### config.mk
export PLATFORM = sky130hd
export DESIGN_NAME = chan_io_top
export DESIGN_NICKNAME = d
export VERILOG_FILES = /design/src/verilog/chan_reg_pkg.sv /design/src/verilog/io_bus_pkg.sv /design/src/verilog/chan_io_top.sv /design/src/verilog/io_read_merge.sv /design/src/verilog/chan_io_block.sv /design/src/verilog/io_slot_decode.sv
export SDC_FILE = /design/constraint.sdc
export NUM_CORES = 1
export LEC_CHECK = 0
export BUFFER_PORTS_ARGS = -buffer_cell sky130_fd_sc_hd__buf_2
export CAP_MARGIN = 20
export CORE_ASPECT_RATIO = 1.1
export CORE_MARGIN = 2
export CORE_UTILIZATION = 55
export CTS_CLUSTER_SIZE = 12
export DETAILED_ROUTE_END_ITERATION = 10
export PLACE_DENSITY = 0.75
export SLEW_MARGIN = 15
export SYNTH_ARGS = -nofsm -noshare
export SYNTH_HDL_FRONTEND = slang
export SYNTH_SLANG_ARGS = --single-unit
export TNS_END_PERCENT = 50
### constraint.sdc
create_clock -name io_clk -period 2.3 [get_ports io_clk]
set_input_delay 0.115 -clock io_clk [delete_from_list [all_inputs] [get_ports io_clk]]
set_output_delay 0.115 -clock io_clk [all_outputs]
set_load 0.01 [all_outputs]
### src/verilog/chan_reg_pkg.sv
// register map of one channel block, offsets plus status bit layout, imported where needed
package chan_reg_pkg;

  //////////////////////
  // register offsets
  //////////////////////
  localparam int unsigned REG_OFS_W = 4;                   // address bits 3:0
  localparam logic [REG_OFS_W-1:0] OFS_LIVE_STATUS = 4'd0; // read only
  localparam logic [REG_OFS_W-1:0] OFS_LOOPBACK    = 4'd1; // read/write

  //////////////////////
  // loopback field
  //////////////////////
  localparam int unsigned LOOPBACK_W   = 3;  // width of the transceiver loopback setting
  localparam int unsigned LOOPBACK_RST = 0;  // normal operation, no loopback

  //////////////////////
  // live status bits
  //////////////////////
  localparam int unsigned STATUS_W = 9;      // bits above this read back as zero

  localparam int unsigned BIT_CHANNEL_UP     = 0;
  localparam int unsigned BIT_LANE_UP        = 1;
  localparam int unsigned BIT_FRAME_ERR      = 2;
  localparam int unsigned BIT_HARD_ERR       = 3;
  localparam int unsigned BIT_SOFT_ERR       = 4;
  localparam int unsigned BIT_PLL_NOT_LOCKED = 5;
  localparam int unsigned BIT_TX_RESETDONE   = 6;
  localparam int unsigned BIT_RX_RESETDONE   = 7;
  localparam int unsigned BIT_LINK_RESET     = 8;

endpackage

### src/verilog/io_bus_pkg.sv
// programming bus widths, slot decode constants and channel count, shared by RTL and testbench
package io_bus_pkg;

  //////////////////////
  // bus widths
  //////////////////////
  localparam int unsigned ADDR_W = 32;   // host address width
  localparam int unsigned DATA_W = 32;   // read and write data width

  //////////////////////
  // slot decoding
  //////////////////////
  // address bits 31:20 pick the slot
  localparam int unsigned SLOT_LSB = 20;
  localparam int unsigned SLOT_W   = 12;

  // channel i lives at CHAN_BASE_SLOT + i
  localparam logic [SLOT_W-1:0] CHAN_BASE_SLOT = 12'h010;

  //////////////////////
  // channel count
  //////////////////////
  localparam int unsigned NUM_CHAN = 4;  // one register block per channel

endpackage
### src/verilog/chan_io_top.sv
// top of the channel register subsystem, connects slot decoder, channel blocks and read merge
module chan_io_top import io_bus_pkg::*, chan_reg_pkg::*; (
  input  logic                           io_clk,
  input  logic                           rst,
  // host programming bus
  input  logic                           io_sync,
  input  logic                           io_rd_en,
  input  logic                           io_wr_en,
  input  logic [ADDR_W-1:0]              io_addr,
  input  logic [DATA_W-1:0]              io_wr_data,
  output logic [DATA_W-1:0]              io_rd_data,
  output logic                           io_rd_ack,
  // link status, one bit per channel
  input  logic [NUM_CHAN-1:0]            frame_err,
  input  logic [NUM_CHAN-1:0]            hard_err,
  input  logic [NUM_CHAN-1:0]            soft_err,
  input  logic [NUM_CHAN-1:0]            channel_up,
  input  logic [NUM_CHAN-1:0]            lane_up,
  input  logic [NUM_CHAN-1:0]            pll_not_locked,
  input  logic [NUM_CHAN-1:0]            tx_resetdone_out,
  input  logic [NUM_CHAN-1:0]            rx_resetdone_out,
  input  logic [NUM_CHAN-1:0]            link_reset_out,
  // loopback settings, channel i in field i
  output logic [NUM_CHAN*LOOPBACK_W-1:0] loopback_set
);

  logic                       dec_sync;
  logic                       dec_rd_en;
  logic                       dec_wr_en;
  logic [REG_OFS_W-1:0]       dec_ofs;
  logic [DATA_W-1:0]          dec_wr_data;
  logic [NUM_CHAN-1:0]        chan_sel;      // one-hot, or zero for an empty slot
  logic [NUM_CHAN*DATA_W-1:0] chan_rd_data;
  logic [NUM_CHAN-1:0]        chan_rd_ack;

  ////////////////////
  // address decode
  ////////////////////
  io_slot_decode u_decode (
    .io_clk      (io_clk),
    .rst         (rst),
    .io_sync     (io_sync),
    .io_rd_en    (io_rd_en),
    .io_wr_en    (io_wr_en),
    .io_addr     (io_addr),
    .io_wr_data  (io_wr_data),
    .dec_sync    (dec_sync),
    .dec_rd_en   (dec_rd_en),
    .dec_wr_en   (dec_wr_en),
    .dec_ofs     (dec_ofs),
    .dec_wr_data (dec_wr_data),
    .chan_sel    (chan_sel)
  );

  ////////////////////
  // channel blocks
  ////////////////////
  for (genvar i = 0; i < NUM_CHAN; i++) begin : g_chan
    chan_io_block u_chan (
      .io_clk           (io_clk),
      .rst              (rst),
      .dec_sync         (dec_sync),
      .dec_rd_en        (dec_rd_en),
      .dec_wr_en        (dec_wr_en),
      .dec_ofs          (dec_ofs),
      .dec_wr_data      (dec_wr_data),
      .sel              (chan_sel[i]),
      .frame_err        (frame_err[i]),
      .hard_err         (hard_err[i]),
      .soft_err         (soft_err[i]),
      .channel_up       (channel_up[i]),
      .lane_up          (lane_up[i]),
      .pll_not_locked   (pll_not_locked[i]),
      .tx_resetdone_out (tx_resetdone_out[i]),
      .rx_resetdone_out (rx_resetdone_out[i]),
      .link_reset_out   (link_reset_out[i]),
      .rd_data          (chan_rd_data[i*DATA_W +: DATA_W]),
      .rd_ack           (chan_rd_ack[i]),
      .loopback_set     (loopback_set[i*LOOPBACK_W +: LOOPBACK_W])
    );
  end

  ////////////////////
  // read merge
  ////////////////////
  io_read_merge u_merge (
    .io_clk       (io_clk),
    .rst          (rst),
    .chan_rd_data (chan_rd_data),
    .chan_rd_ack  (chan_rd_ack),
    .io_rd_data   (io_rd_data),
    .io_rd_ack    (io_rd_ack)
  );

endmodule

### src/verilog/io_read_merge.sv
// merges the per-channel readback into one registered host read port
module io_read_merge import io_bus_pkg::*; (
  input  logic                         io_clk,
  input  logic                         rst,
  input  logic [NUM_CHAN*DATA_W-1:0]   chan_rd_data,  // channel i in slice i
  input  logic [NUM_CHAN-1:0]          chan_rd_ack,
  output logic [DATA_W-1:0]            io_rd_data,    // held between reads
  output logic                         io_rd_ack      // one pulse per read
);

  logic [DATA_W-1:0] merged;   // OR of the acknowledging channels
  logic              any_ack;

  assign any_ack = |chan_rd_ack;

  // channels that did not acknowledge contribute nothing
  always_comb begin
    merged = '0;
    for (int i = 0; i < NUM_CHAN; i++) begin
      if (chan_rd_ack[i]) begin
        merged = merged | chan_rd_data[i*DATA_W +: DATA_W];
      end
    end
  end

  always_ff @(posedge io_clk) begin
    if (rst) begin
      io_rd_ack  <= 1'b0;
      io_rd_data <= '0;
    end else begin
      io_rd_ack <= any_ack;
      if (any_ack) begin
        io_rd_data <= merged;  // only load on a real read
      end
    end
  end

endmodule

### src/verilog/chan_io_block.sv
// status and loopback registers of one link channel, read and written over the decoded bus
module chan_io_block import io_bus_pkg::*, chan_reg_pkg::*; (
  input  logic                  io_clk,
  input  logic                  rst,
  // decoded bus, registered in the decoder
  input  logic                  dec_sync,
  input  logic                  dec_rd_en,
  input  logic                  dec_wr_en,
  input  logic [REG_OFS_W-1:0]  dec_ofs,
  input  logic [DATA_W-1:0]     dec_wr_data,
  input  logic                  sel,               // this channel's chan_sel bit
  // live link status
  input  logic                  frame_err,
  input  logic                  hard_err,
  input  logic                  soft_err,
  input  logic                  channel_up,
  input  logic                  lane_up,
  input  logic                  pll_not_locked,
  input  logic                  tx_resetdone_out,
  input  logic                  rx_resetdone_out,
  input  logic                  link_reset_out,
  // readback to the merge stage
  output logic [DATA_W-1:0]     rd_data,
  output logic                  rd_ack,
  // transceiver control
  output logic [LOOPBACK_W-1:0] loopback_set
);

  logic                wr_hit;         // selected write strobe
  logic                rd_hit;         // selected read strobe
  logic [STATUS_W-1:0] status_now;     // status pins gathered in map order
  logic [DATA_W-1:0]   live_status_q;  // one cycle behind the pins
  logic [DATA_W-1:0]   loopback_q;     // full 32-bit loopback word
  logic [DATA_W-1:0]   rd_mux;         // addressed register or zero

  assign wr_hit = dec_sync & sel & dec_wr_en;
  assign rd_hit = dec_sync & sel & dec_rd_en;

  ////////////////////
  // live status
  ////////////////////
  always_comb begin
    status_now                     = '0;
    status_now[BIT_CHANNEL_UP]     = channel_up;
    status_now[BIT_LANE_UP]        = lane_up;
    status_now[BIT_FRAME_ERR]      = frame_err;
    status_now[BIT_HARD_ERR]       = hard_err;
    status_now[BIT_SOFT_ERR]       = soft_err;
    status_now[BIT_PLL_NOT_LOCKED] = pll_not_locked;
    status_now[BIT_TX_RESETDONE]   = tx_resetdone_out;
    status_now[BIT_RX_RESETDONE]   = rx_resetdone_out;
    status_now[BIT_LINK_RESET]     = link_reset_out;
  end

  // sampled every cycle, upper bits zero-extended
  always_ff @(posedge io_clk) begin
    live_status_q <= DATA_W'(status_now);
  end

  ////////////////////
  // loopback register
  ////////////////////
  always_ff @(posedge io_clk) begin
    if (rst) begin
      loopback_q <= DATA_W'(LOOPBACK_RST);
    end else if (wr_hit && dec_ofs == OFS_LOOPBACK) begin
      loopback_q <= dec_wr_data;  // whole word kept for readback
    end
  end

  assign loopback_set = loopback_q[LOOPBACK_W-1:0];  // only the low bits reach the link

  ////////////////////
  // readback
  ////////////////////
  // unused offsets in the slot read as zero
  always_comb begin
    case (dec_ofs)
      OFS_LIVE_STATUS: rd_mux = live_status_q;
      OFS_LOOPBACK:    rd_mux = loopback_q;
      default:         rd_mux = '0;
    endcase
  end

  always_ff @(posedge io_clk) begin
    if (rst) begin
      rd_ack <= 1'b0;
    end else begin
      rd_ack <= rd_hit;   // single-cycle pulse
    end
  end

  // data held between reads, the merge stage masks it by rd_ack
  always_ff @(posedge io_clk) begin
    if (rd_hit) begin
      rd_data <= rd_mux;
    end
  end

endmodule

### src/verilog/io_slot_decode.sv
// registers each host bus operation and turns its slot field into one-hot channel selects
module io_slot_decode import io_bus_pkg::*, chan_reg_pkg::*; (
  input  logic                 io_clk,
  input  logic                 rst,
  input  logic                 io_sync,      // one-cycle start strobe
  input  logic                 io_rd_en,
  input  logic                 io_wr_en,
  input  logic [ADDR_W-1:0]    io_addr,
  input  logic [DATA_W-1:0]    io_wr_data,
  output logic                 dec_sync,     // strobe, two cycles behind io_sync
  output logic                 dec_rd_en,
  output logic                 dec_wr_en,
  output logic [REG_OFS_W-1:0] dec_ofs,      // register offset inside the slot
  output logic [DATA_W-1:0]    dec_wr_data,
  output logic [NUM_CHAN-1:0]  chan_sel      // held until the next operation
);

  logic [SLOT_W-1:0]   slot;      // address bits 31:20
  logic [NUM_CHAN-1:0] slot_hit;  // combinational match per channel
  logic                sync_q;    // io_sync one cycle later

  assign slot = io_addr[SLOT_LSB +: SLOT_W];

  // compare against each channel's slot, no hit outside the channel range
  always_comb begin
    for (int i = 0; i < NUM_CHAN; i++) begin
      slot_hit[i] = (slot == CHAN_BASE_SLOT + SLOT_W'(i));
    end
  end

  // control flops
  always_ff @(posedge io_clk) begin
    if (rst) begin
      sync_q    <= 1'b0;
      dec_sync  <= 1'b0;
      dec_rd_en <= 1'b0;
      dec_wr_en <= 1'b0;
      chan_sel  <= '0;
    end else begin
      sync_q   <= io_sync;
      dec_sync <= sync_q;        // payload below is already settled by then
      if (io_sync) begin
        dec_rd_en <= io_rd_en;
        dec_wr_en <= io_wr_en;
        chan_sel  <= slot_hit;   // all zero for an empty slot
      end
    end
  end

  // payload flops, fanout to every channel starts here
  always_ff @(posedge io_clk) begin
    if (io_sync) begin
      dec_ofs     <= io_addr[REG_OFS_W-1:0];
      dec_wr_data <= io_wr_data;
    end
  end

endmodule

### Word-level counts from Yosys, hierarchy flattened

Index checks and enable logic that the tools add are counted.

| operators by class | value |
|---|---|
| equality and inequality tests | 5 |
| mux-type cells | 8 |
| bitwise gates (word level) | 15 |
| reduce and logical (&&, ||, !) cells | 6 |

Operators with widths:

| kind | number |
|---|---|
| one-hot mux 32 bit (2 select lines) | 4 |
| two-way mux 32 bit | 4 |
| bitwise OR 32 bit | 3 |
| == test 12 x 5 -> 1 bit (second input constant) | 4 |
| AND 1 bit | 12 |
| == test 4 x 1 -> 1 bit (second input constant) | 1 |
| logical AND 1 bit | 4 |
| zero test 4 bit | 1 |
| OR reduction 4 bit | 1 |

| storage, ports and cells | value |
|---|---|
| bits in registers | 373 |
| bits of input ports | 105 |
| output and inout bits | 45 |
| logic and storage cells | 59 |

### Longest topological paths before layout

Gate-level depths: netlist of the first run.

| depth | value |
|---|---|
| word-level depth | 7 |
| gate-level depth with buffers | 5 |
| gate-level depth less buffers | 3 |

### Modules after synthesis

A second synthesis of the first run with hierarchy kept.

| unflattened totals | value |
|---|---|
| cell total of the unflattened synthesis | 1,155 |
| area total of the unflattened synthesis | 14,928.1 sq um |

Modules (own cells, without submodules):

| module | times used | cells an instance | area each (sq um) | sequential area each (sq um) |
|---|---|---|---|---|
| chan_io_block | 4 | 224 | 2,915.3 | 1,801.7 |
| io_read_merge | 1 | 190 | 1,876.8 | 660.6 |
| io_slot_decode | 1 | 69 | 1,390.1 | 1,241.2 |

### Least setup slack after synthesis of the first run

OpenSTA, ideal clock, no wires.

| timing path | value |
|---|---|
| path kind | reg2reg |
| start | register u_decode.dec_sync |
| end | register g_chan[0].u_chan.rd_data[0] (enable) |
| library setup time | 0.392 ns |
| arrival | 1.408 ns |
| required time | 1.908 ns |
| setup slack | 0.500 ns |
| cell stages (with the launch flop) | 3 |
| path buffers | 1 |
| period minus slack after synthesis | 1.800 ns |
| cell sequence | dfxtp_1 clkbuf_1 and3_1 |

| on the way | value |
|---|---|
| cells in the longest elaborated chain, start to end | 2 |

RTL lines:

| item | RTL line | source |
|---|---|---|
| from (decl) | io_slot_decode.sv:10 | `output logic dec_sync,` |
| from (signal assigned) | io_slot_decode.sv:41 | `dec_sync <= sync_q;` |
| AND 1 bit (2 in series) | chan_io_block.sv:37 | `assign rd_hit = dec_sync & sel & dec_rd_en;` |
| named net g_chan[0].u_chan.rd_hit | chan_io_block.sv:30 | `logic rd_hit;` |
| to (signal assigned) | chan_io_block.sv:96 | `rd_data <= rd_mux;` |
| to (decl) | chan_io_block.sv:23 | `output logic [DATA_W-1:0] rd_data,` |

The timed path passes the listed nets, and every way through them passes these cells.
A chain may end at the register's enable or synchronous reset.

### Worst setup path after layout of the first run

| timing path | value |
|---|---|
| start | input io_addr[22] |
| end | register u_decode.chan_sel[3] |

| on the way | value |
|---|---|
| cells in the longest elaborated chain, start to end | 1 |

RTL lines:

| item | RTL line | source |
|---|---|---|
| from (decl) | chan_io_top.sv:9 | `input logic [ADDR_W-1:0] io_addr,` |
| == test 12 x 5 -> 1 bit | io_slot_decode.sv:27 | `slot_hit[i] = (slot == CHAN_BASE_SLOT + SLOT_W'(i));` |
| to (signal assigned) | io_slot_decode.sv:45 | `chan_sel <= slot_hit;` |
| to (decl) | io_slot_decode.sv:15 | `output logic [NUM_CHAN-1:0] chan_sel` |

Every way passes these cells.

==> results of run 1 <==
stage by stage:
stage / power (uW) / setup slack, ps / instances
after floorplan: 7300 / 500 / 1044
after global placement: 7460 / 464 / 1428
after detailed placement: 7460 / 393 / 1428
after CTS: 13300 / 37.4 / 1581
after global routing: 13600 / 39.6 / 1581
final: 13200 / 155 / 1581
registers in the layout, summed over array words and instances, names as in the netlist:
name / count
g_chan.u_chan.rd_ack: 4
u_decode.dec_wr_en: 1
g_chan.u_chan.live_status_q: 36
u_decode.sync_q: 1
g_chan.u_chan.loopback_q: 128
u_decode.dec_rd_en: 1
g_chan.u_chan.rd_data: 128
u_merge.io_rd_ack: 1
u_decode.dec_sync: 1
u_decode.dec_wr_data: 32
u_merge.io_rd_data: 32
u_decode.chan_sel: 4
u_decode.dec_ofs: 4
cell usage after synthesis:
library cell / count / area, um^2
o41ai_1: 4 / 35.0
nor2b_1: 2 / 12.5
dfxtp_1: 209 / 4180
nand4_1: 4 / 25.0
nand3_1: 1 / 5.00
a22oi_1: 64 / 480
nor4_1: 1 / 6.26
a22o_1: 36 / 315
buf_4: 15 / 113
or4_1: 1 / 7.51
clkbuf_1: 58 / 218
and4_1: 2 / 17.5
edfxtp_1: 164 / 4920
nand2_1: 37 / 139
mux2i_1: 130 / 1300
nand2b_1: 161 / 1010
nor2_1: 6 / 22.5
a31oi_1: 32 / 200
and3_1: 4 / 25.0
inv_1: 2 / 7.51
nor4b_4: 1 / 23.8
buf_2: 12 / 60.1
nor4_2: 2 / 25.0
and2_1: 96 / 601
layer usage:
layer	GRT usage (%)	share of wire, %	vias to the layer above
met1	29.3	42	4167
li1	-	-	4102
met3	3.67	5.6	65
met5	0	0	-
met2	42.1	50	248
met4	7.81	2.4	0
area by class of cell:
type | count | area share, %
Inverter | 2 | 0.0448
Tap cell | 310 | 2.31
Multi-Input combinational cell | 584 | 25.5
Sequential cell | 373 | 54.3
Clock buffer | 68 | 7.02
Timing Repair Buffer | 243 | 10.8
Clock inverter | 1 | 0.0298
final timing paths:
kind	end	slack (ps)
worst max-delay path	u_decode.chan_sel[3]$_SDFFE_PP0P_	150
worst min register to register	u_decode.dec_sync$_SDFF_PP0_	440
worst max register to register	g_chan[3].u_chan.loopback_q[7]$_SDFFE_PP0P_	390
worst min-delay path	u_decode.dec_wr_data[28]$_DFFE_PP_	50
logic make-up after synthesis:
kind of cell    Yosys count  share of synthesized area [%]
flops                   373                           66.2
mux                     130                           9.46
buf+inv                  87                           2.89
simple gates            318                           13.9
compound gates          136                           7.49
power by group through the flow:
stage          clock network [uW]  logic (uW)  registers, uW
3_5_place_dp                    0         311           7150
5_1_grt                      6180         455           7020
6_report                     5810         422           7010
3_3_place_gp                    0         309           7150
4_1_cts                      5910         414           7010
2_1_floorplan                   0         164           7130
repair_timing:
item | CTS | global route
gates resized for setup | 0 | 1
endpoints found under the hold margin | 78 | 0
hold buffers | 84 | 0
endpoints found under the setup margin | 0 | 1
==> impl_metrics.csv, run 1 <==
group,metric,value,unit
run_status,status,"finished clean",
die,initial_core_util,56.0,%
power_and_ir_drop,pwr-share-comb,3.2,%
drt,wl_per_cell,19.2,um
finish,final_cell_mix,"dfxtp_1 (205), edfxtp_1 (164), nand2b_1 (161)",
clocking,clk_pin_slew,60,ps
worst_setup_path,cp_cell_sequence,"dlygate4sd3_1 > buf_2 > nor2_1 > dlygate4sd3_1 > nand3_1 > dlygate4sd3_1 > o41ai_1",
finish,finalNetCount,1347,
worst_setup_path,slowest_delay,640,ps
drt,drtIter0Drc,518,
die,die_height,170,um
die,num_io_pins,150,
hold_path,worstHoldStart,"io_sync",
worst_setup_path,crit_fanout,4,
timing,max_freq,466,MHz
power_and_ir_drop,seqPwrFrac,52.9,%
worst_setup_path,reg2reg_from,"u_decode.dec_ofs[3]$_DFFE_PP_",
timing,finalClockSkew,16.0,ps
grt,grt_max_degree,100,
drt,vias_per_cell,5.43,
timing,setup_viol,0,
drt,vias,8582,
logic_synthesis,syn_area_per_cell,13.2,um^2
finish,fillers,1671,
place,routabilityCongestion,0.758,
logic_synthesis,synthCells,1044,
drt,antenna_left,0,
finish,final_core_util,68.3,%
timing,hold_slack,50.4,ps
finish,final_common_cell,"dfxtp_1",
finish,synthToLayoutAreaGrowth,21.9,%
clocking,clockRootBuffer,"clkbuf_16",
power_and_ir_drop,p_leak,0.00702,uW
drt,dr.pass1.iters,4,
die,die_w,155,um
die,core_area,24500,um^2
grt,track_usage,23.5,%
worst_setup_path,worstSetupPathType,"in2reg",
hold_path,whs_path_depth,1,
worst_setup_path,slowest_stage,"dlygate4sd3_1",
grt,grt_overflow,0,
place,io_buffers,133,
grt,grt_pass1_wl,48000,um
power_and_ir_drop,p_sw,2600,uW
clocking,cts_tree,"yes",
worst_setup_path,cp-startpoint,"io_addr[22]",
grt,grt_pass1_vias,9071,
job,max_cap_viol_count,0,
power_and_ir_drop,p_int,10600,uW
worst_setup_path,cp.required,2710,ps
worst_setup_path,path_delay_family,"buffers and inverters",
logic_synthesis,netlist_area,13800,um^2
logic_synthesis,seq_area_frac_synth,66.2,%
drt,drc,0,
logic_synthesis,yosysUniqueCellTypes,24,
power_and_ir_drop,power_density,790,nW/um^2
power_and_ir_drop,pwr-share-clk,43.9,%
finish,drive_gt1_share,17.2,%
worst_setup_path,critPathMostFrequentCell,"dlygate4sd3_1",
worst_setup_path,cp-end-kind,"flop",
finish,antenna_cells,0,
worst_setup_path,reg2reg_depth,5,
drt,wl,30400,um
clocking,clk-insertion-delay-late,520,ps
worst_setup_path,crit_buf_inv,4,
timing,maxSlewViolCount,0,
logic_synthesis,synth_warnings,0,
place,post-dp-hpwl,16500,um
die,rows,60,
timing,tightest_slew,719,ps
timing,grt_setup_unrepaired,"false",
clocking,htreeDepth,2,
worst_setup_path,cp.arrival,2550,ps
logic_synthesis,synth_nets,1149,
clocking,clkSinkCount,373,
timing,finalHoldViolations,0,
hold_path,hold_class,"in2reg",
worst_setup_path,startpoint_type,"input pin",
power_and_ir_drop,irDropWorstVdd,0.626,mV
finish,regArea,9110,um^2
clocking,postCtsSetupRepairBufs,0,
timing,slew_headroom,52.0,%
grt,antenna_found_initial,0,
timing,tns,0,ps
logic_synthesis,ys_ff_latch,373,
timing,period_needed,2150,ps
worst_setup_path,crit_cells,7,
timing,min_period_over_period,93.3,%
clocking,cts_buffer_depth,3,
die,die_area,26300,um^2
finish,multi_input_area,4270,um^2
finish,final_area,16800,um^2
place,dpl-instance-area,14700,um^2
clocking,cts_buffers,38,
power_and_ir_drop,switching_share,19.6,%
(Power assumes the default switching activity.)
==> run 2: changes to the inputs <==
--- a/config.mk
+++ b/config.mk
@@ -7,3 +7,2 @@
 export LEC_CHECK = 0
-export BUFFER_PORTS_ARGS = -buffer_cell sky130_fd_sc_hd__buf_2
 export CAP_MARGIN = 20
@@ -14,3 +13,4 @@
 export DETAILED_ROUTE_END_ITERATION = 10
-export PLACE_DENSITY = 0.75
+export DONT_BUFFER_PORTS = 1
+export PLACE_DENSITY = 0.7
 export SLEW_MARGIN = 15
==> constraint.sdc (replaced) <==
create_clock -name io_clk -period 2.3 [get_ports io_clk]
set_input_delay 0.23 -clock io_clk [delete_from_list [all_inputs] [get_ports io_clk]]
set_output_delay 0.23 -clock io_clk [all_outputs]
set_load 0.01 [all_outputs]
==> run 2 against run 1 <==
  * Sequential cell count unchanged
  * Register-to-register slack barely moved
  * Via count shrank 6.1%
  * Critical path type is now reg2reg
  * Non-clock buffer count shrank 135
  * Sequential power hardly changed
==> impl_metrics.csv, run 2 (same netlist as run 1, synthesis figures left out) <==
group,metric,value,unit
power_and_ir_drop,irDropWorstVdd,0.841,mV
worst_setup_path,cp-end-kind,"flop",
finish,drive_gt1_share,7.22,%
place,io_buffers,0,
finish,final_area,16100,um^2
timing,grt_setup_unrepaired,"false",
finish,antenna_cells,0,
timing,period_needed,1910,ps
clocking,clkSinkCount,373,
drt,vias,8056,
die,die_w,155,um
worst_setup_path,r2r-end,"g_chan[3].u_chan.loopback_q[27]$_SDFFE_PP0P_",
power_and_ir_drop,power_density,812,nW/um^2
die,rows,60,
drt,vias_per_cell,5.57,
timing,maxSlewViolCount,0,
die,core_area,24500,um^2
timing,slew_headroom,52.7,%
grt,grt_pass1_vias,8411,
finish,final_cell_mix,"dfxtp_1 (205), edfxtp_1 (164), nand2b_1 (161)",
grt,track_usage,23.2,%
worst_setup_path,reg2reg_from,"u_decode.dec_ofs[3]$_DFFE_PP_",
drt,drtIter0Drc,472,
drt,dr.pass1.iters,5,
timing,finalHoldViolations,0,
clocking,htreeDepth,2,
place,place_ws,364,ps
place,routabilityCongestion,0.731,
finish,largestRegisters,"g_chan.u_chan.loopback_q x128, g_chan.u_chan.rd_data x128, g_chan.u_chan.live_status_q x36",
worst_setup_path,reg2reg_depth,4,
timing,tightest_slew,709,ps
die,num_io_pins,150,
drt,antenna_left,0,
clocking,cts_buffers,38,
finish,final_common_cell,"dfxtp_1",
worst_setup_path,crit_fanout,10,
finish,synthToLayoutAreaGrowth,16.8,%
die,die_height,170,um
place,post-dp-hpwl,15300,um
job,max_cap_viol_count,0,
worst_setup_path,startpoint_type,"flop",
grt,antenna_found_initial,1,
clocking,clk_pin_slew,60,ps
grt,grt_max_degree,171,
worst_setup_path,cp.required,2740,ps
timing,setup_viol,0,
timing,min_period_over_period,83.2,%
timing,fin_ws,386,ps
hold_path,whs_path_depth,2,
worst_setup_path,worstSetupPathType,"reg2reg",
clocking,cts_tree,"yes",
grt,grt_overflow,0,
drt,wl_per_cell,21.0,um
drt,drc,0,
clocking,cts_buffer_depth,3,
power_and_ir_drop,p_leak,0.00640,uW
timing,tns,0,ps
grt,grt_pass1_wl,47100,um
place,dpl-instance-area,14000,um^2
finish,finalNetCount,1212,
timing,max_freq,522,MHz
hold_path,worstHoldStart,"rst",
clocking,clk-insertion-delay-late,520,ps
worst_setup_path,regToRegSetupSlack,390,ps
run_status,status,"finished clean",
hold_path,hold_class,"in2reg",
clocking,clockRootBuffer,"clkbuf_16",
drt,wl,30300,um
die,initial_core_util,56.0,%
hold_path,hold_end,"g_chan[0].u_chan.loopback_q[25]$_SDFFE_PP0P_",
die,die_area,26300,um^2
timing,finalClockSkew,25.6,ps
worst_setup_path,cp.arrival,2350,ps
## run 2: changes by cell type in the layout (fill, tap and decap cells not counted), sizes merged
cell,delta
buf,-135
inv,+1
dlygate4sd3,+1
clkinv,+1
dlymetal6s4s,-1
clkbuf,-2
## run 2: through the flow
step | util [%] | total power (uW) | hold WS, ps | std cells
detailed placement | 57.2 | 7320 | 258 | 1291
global placement | 57.2 | 7320 | 258 | 1291
global route | 65.4 | 13400 | 26.3 | 1446
finish | 65.4 | 13000 | 19.6 | 1446
CTS | 65.4 | 13100 | 2.10 | 1446
floorplan | - | 7300 | 258 | 1044
## run 2: worst max-delay path by stage
stage / startpoint / to / slack [ps] / cells after the start
floorplan: u_decode.dec_sync$_SDFF_PP0_ / g_chan[0].u_chan.rd_data[0]$_DFFE_PP_ / 500 / 2
global placement: u_decode.dec_ofs[3]$_DFFE_PP_ / g_chan[3].u_chan.rd_data[15]$_DFFE_PP_ / 430 / 4
detailed placement: u_decode.dec_ofs[3]$_DFFE_PP_ / g_chan[3].u_chan.loopback_q[27]$_SDFFE_PP0P_ / 360 / 4
CTS: u_decode.dec_ofs[3]$_DFFE_PP_ / g_chan[3].u_chan.loopback_q[27]$_SDFFE_PP0P_ / 360 / 4
global route: u_decode.dec_ofs[3]$_DFFE_PP_ / g_chan[3].u_chan.loopback_q[7]$_SDFFE_PP0P_ / 280 / 4
finish: u_decode.dec_ofs[3]$_DFFE_PP_ / g_chan[3].u_chan.loopback_q[27]$_SDFFE_PP0P_ / 390 / 4
## run 2: final cells by class
type	instances	area, um^2
Multi-Input combinational cell	584	4270
Inverter	2	7.51
Tap cell	310	388
Timing Repair Buffer	108	1150
Clock buffer	66	1120
Sequential cell	373	9110
Fill cell	1749	8480
Clock inverter	3	18.8
## run 2: where the power goes
group	leakage [uW]	switching (uW)	total [uW]	internal (uW)
registers	0.00352	39.2	7010	6970
logic	0.00233	170	353	183
clock network	0.000549	2400	5680	3290
## run 2: layer usage
layer	GRT usage [%]	vias up	part of all wire (%)
li1	-	3837	-
met1	29.5	3957	42
met2	40.2	212	49
met3	4.91	50	5.9
met4	7.13	0	2.6
met5	0	-	0
## run 2: timing repair
| item | CTS | global route |
|---|---|---|
| hold endpoints to repair | 281 | 0 |
| buffers inserted | 0 | 0 |
| gates resized for setup | 0 | 0 |
| hold buffers | 86 | 0 |
## run 2: critical path, stage by stage, from the launching register on
cell and delay (ps):
edfxtp_1 460, nor4b_4 550, and4_2 350, buf_4 260, mux2i_1 220
==> run 3: changes to the inputs <==
ABC_AREA = 1   (was unset)
PLACE_DENSITY = 0.73   (was 0.7)
clock period = 1.7 ns   (was 2.3 ns; I/O delays follow)
==> run 3 against run 2 <==
  * Fmax up 21%
  * First-iteration DRC count grew 73%
  * Area after synthesis grew 3.8%
  * Worst hold slack gained 2.0 ps
  * Clock power rose by 43%
  * Cell count increased by 46%
  * Cell area increased by 6.0%
  * Non-clock buffer count increased by 19
  * Critical path depth rose by 3
  * Clock skew rose by 2.3 ps
  * Routed wire length up 10%
==> impl_metrics.csv, run 3 <==
group,metric,value,unit
logic_synthesis,netlist_area,14300,um^2
worst_setup_path,worstSetupPathType,"reg2reg",
grt,use_met2,42.6,%
clocking,cts_buffers,39,
logic_synthesis,ys_ff_latch,373,
die,die_area,27300,um^2
worst_setup_path,cp.required,2120,ps
clocking,htreeDepth,2,
worst_setup_path,crit_fanout,40,
finish,fillers,1964,
timing,min_period_over_period,93.2,%
worst_setup_path,startpoint_type,"flop",
power_and_ir_drop,power_density,1070,nW/um^2
finish,drive_gt1_share,5.89,%
clocking,postCtsSetupRepairBufs,0,
place,post-dp-hpwl,18800,um
die,die_height,173,um
worst_setup_path,cp.arrival,2000,ps
grt,grt_overflow,0,
grt,grt_pass1_vias,10400,
finish,multi_input_area,4150,um^2
drt,vias_per_cell,4.97,
power_and_ir_drop,irDropWorstVdd,1.07,mV
logic_synthesis,ys_top_cells_by_count,"nand2_1 (461), nor2_1 (398), dfxtp_1 (209), inv_1 (171), edfxtp_1 (164)",
logic_synthesis,synth-simple-area-share,25.9,%
timing,finalHoldViolations,0,
logic_synthesis,yosysTopAreaCell,"edfxtp_1",
clocking,clk-insertion-delay-late,540,ps
run_status,status,"finished clean",
job,max_cap_viol_count,0,
hold_path,worstHoldStart,"io_sync",
logic_synthesis,synth_top_family_by_area,"simple AND/OR/NAND/NOR gates",
power_and_ir_drop,p_leak,0.00662,uW
finish,synthToLayoutAreaGrowth,19.2,%
logic_synthesis,yosysMostFrequentCell,"nand2_1",
timing,fin_ws,116,ps
logic_synthesis,synth-compound-area-share,2.66,%
finish,final_cell_mix,"nand2_1 (461), nor2_1 (395), dfxtp_1 (209)",
grt,track_usage,24.8,%
die,rows,61,
place,dp_cells,1948,
drt,dr.pass1.iters,5,
timing,finalClockSkew,27.9,ps
grt,grtUsageMet1,30.3,%
grt,grt_pass1_wl,52700,um
logic_synthesis,synthCells,1664,
hold_path,hold_class,"in2reg",
logic_synthesis,synth_warnings,0,
finish,final_cells,2112,
drt,vias,10500,
place,routabilityCongestion,0.798,
timing,period_needed,1580,ps
clocking,clockRootBuffer,"clkbuf_16",
timing,setup_viol,0,
logic_synthesis,synth_nets,1769,
logic_synthesis,synth_mux_area_share,0,%
finish,final_core_util,67.0,%
clocking,cts_tree,"yes",
logic_synthesis,yosys-top-cells-area,"edfxtp_1 (34%), dfxtp_1 (29%), nand2_1 (12%), nor2_1 (10%), inv_1 (4.5%)",
logic_synthesis,synthXorXnorAreaFrac,0,%
worst_setup_path,cp-startpoint,"u_decode.dec_ofs[2]$_DFFE_PP_",
die,core_area,25400,um^2
logic_synthesis,async_flop_share,0,%
finish,regArea,9110,um^2
worst_setup_path,cp-end-kind,"flop",
drt,drc,0,
clocking,cts_buffer_depth,3,
finish,final_area,17000,um^2
grt,grt.busiest_layer,"met2",
clocking,cts_resized,0,
logic_synthesis,synthAdderAreaFrac,0,%
drt,antenna_left,0,
finish,antenna_cells,0,
grt,use_met3,5.11,%
drt,drtIter0Drc,817,
timing,tightest_slew,586,ps
logic_synthesis,synth_edf_count,164,
grt,antenna_found_initial,0,
place,place_ws,155,ps
die,num_io_pins,150,
logic_synthesis,yosysUniqueCellTypes,17,
finish,final_common_cell,"nand2_1",
worst_setup_path,reg2reg_from,"u_decode.dec_ofs[2]$_DFFE_PP_",
die,initial_core_util,56.2,%
drt,wl_per_cell,15.9,um
timing,slew_headroom,60.9,%
clocking,clk_pin_slew,60,ps
finish,finalNetCount,1840,
place,dpl-instance-area,14800,um^2
place,io_buffers,0,
timing,maxSlewViolCount,0,
grt,grt_max_degree,81,
timing,grt_setup_unrepaired,"false",
timing,max_freq,631,MHz
logic_synthesis,seq_area_frac_synth,63.8,%
logic_synthesis,syn_area_per_cell,8.58,um^2
logic_synthesis,yosys_most_used_dff,"dfxtp_1",
die,die_w,158,um
logic_synthesis,synth_top_area_share,34.5,%
drt,wl,33500,um
clocking,clkSinkCount,373,
finish,largestRegisters,"g_chan.u_chan.loopback_q x128, g_chan.u_chan.rd_data x128, g_chan.u_chan.live_status_q x36",
## run 3: cell count changes after synthesis, sizes merged, moves of 14 or more
cell    before  now
nand2b     161    0
mux2i      130    0
nand2       37  461
nor2         6  403
a22oi       64    0
a21oi        0   38
clkbuf      58   44
o21ai        0   38
buf         27   53
and2        96    0
nand3        1   73
a22o        36    0
a31oi       32    0
inv          2  171
## run 3: layout make-up
class	count	area share (%)
clock inverters	6	0.404
repair buffers	127	8.51
well taps	346	2.54
inverters	173	3.83
multi-input cells	1021	24.4
flip-flops and latches	373	53.5
clock buffers	66	6.86
## run 3: final timing paths
kind                                             endpoint  slack, ps  depth (start not counted)
max          g_chan[0].u_chan.loopback_q[19]$_SDFFE_PP0P_        120                          7
min                     u_decode.dec_wr_data[6]$_DFFE_PP_         20                          1
min reg2reg                  u_decode.dec_sync$_SDFF_PP0_        410                          2
max reg2reg  g_chan[0].u_chan.loopback_q[19]$_SDFFE_PP0P_        120                          7
## run 3: cells by family (layout without fill, tap and decap cells)
group,after synthesis,after routing
AND/OR/NAND/NOR,945,945
flip-flops,373,373
buffers and inverters,270,372
AO/OA/AOI/OAI,76,76
## run 3: report_power, final
group	total, uW	internal [uW]	switching (uW)
Combinational	606	242	365
Clock	8120	4710	3400
Sequential	9480	9430	50.5
## run 3: metrics by stage
step | hold WS [ps] | TNS (ps) | power, uW
after global routing | 19.7 | 0 | 18700
after global placement | 198 | 0 | 10000
after floorplan | 198 | -10820 | 9930
after detailed placement | 198 | 0 | 10000
after CTS | 11.0 | 0 | 18300
final | 21.7 | 0 | 18200
## run 3: repair_timing
| action | 4_1_cts | 5_1_grt |
|---|---|---|
| endpoints found under the hold margin | 153 | 0 |
| endpoints found under the setup margin | 0 | 0 |
| hold buffers | 92 | 0 |
## run 3: metal layers
layer | routed length, um | vias up
met5 | 0 | -
met4 | 1140 | 0
met3 | 2480 | 82
met2 | 16600 | 362
met1 | 13300 | 4809
li1 | - | 5241
## run 3: critical path, cell delays in order (launching register included)
cell and delay (ps):
edfxtp_1 420, nor2_4 130, nand3_4 210, nor2_4 220, buf_12 250, nand2_1 90
nand2_1 70, nor2_1 40
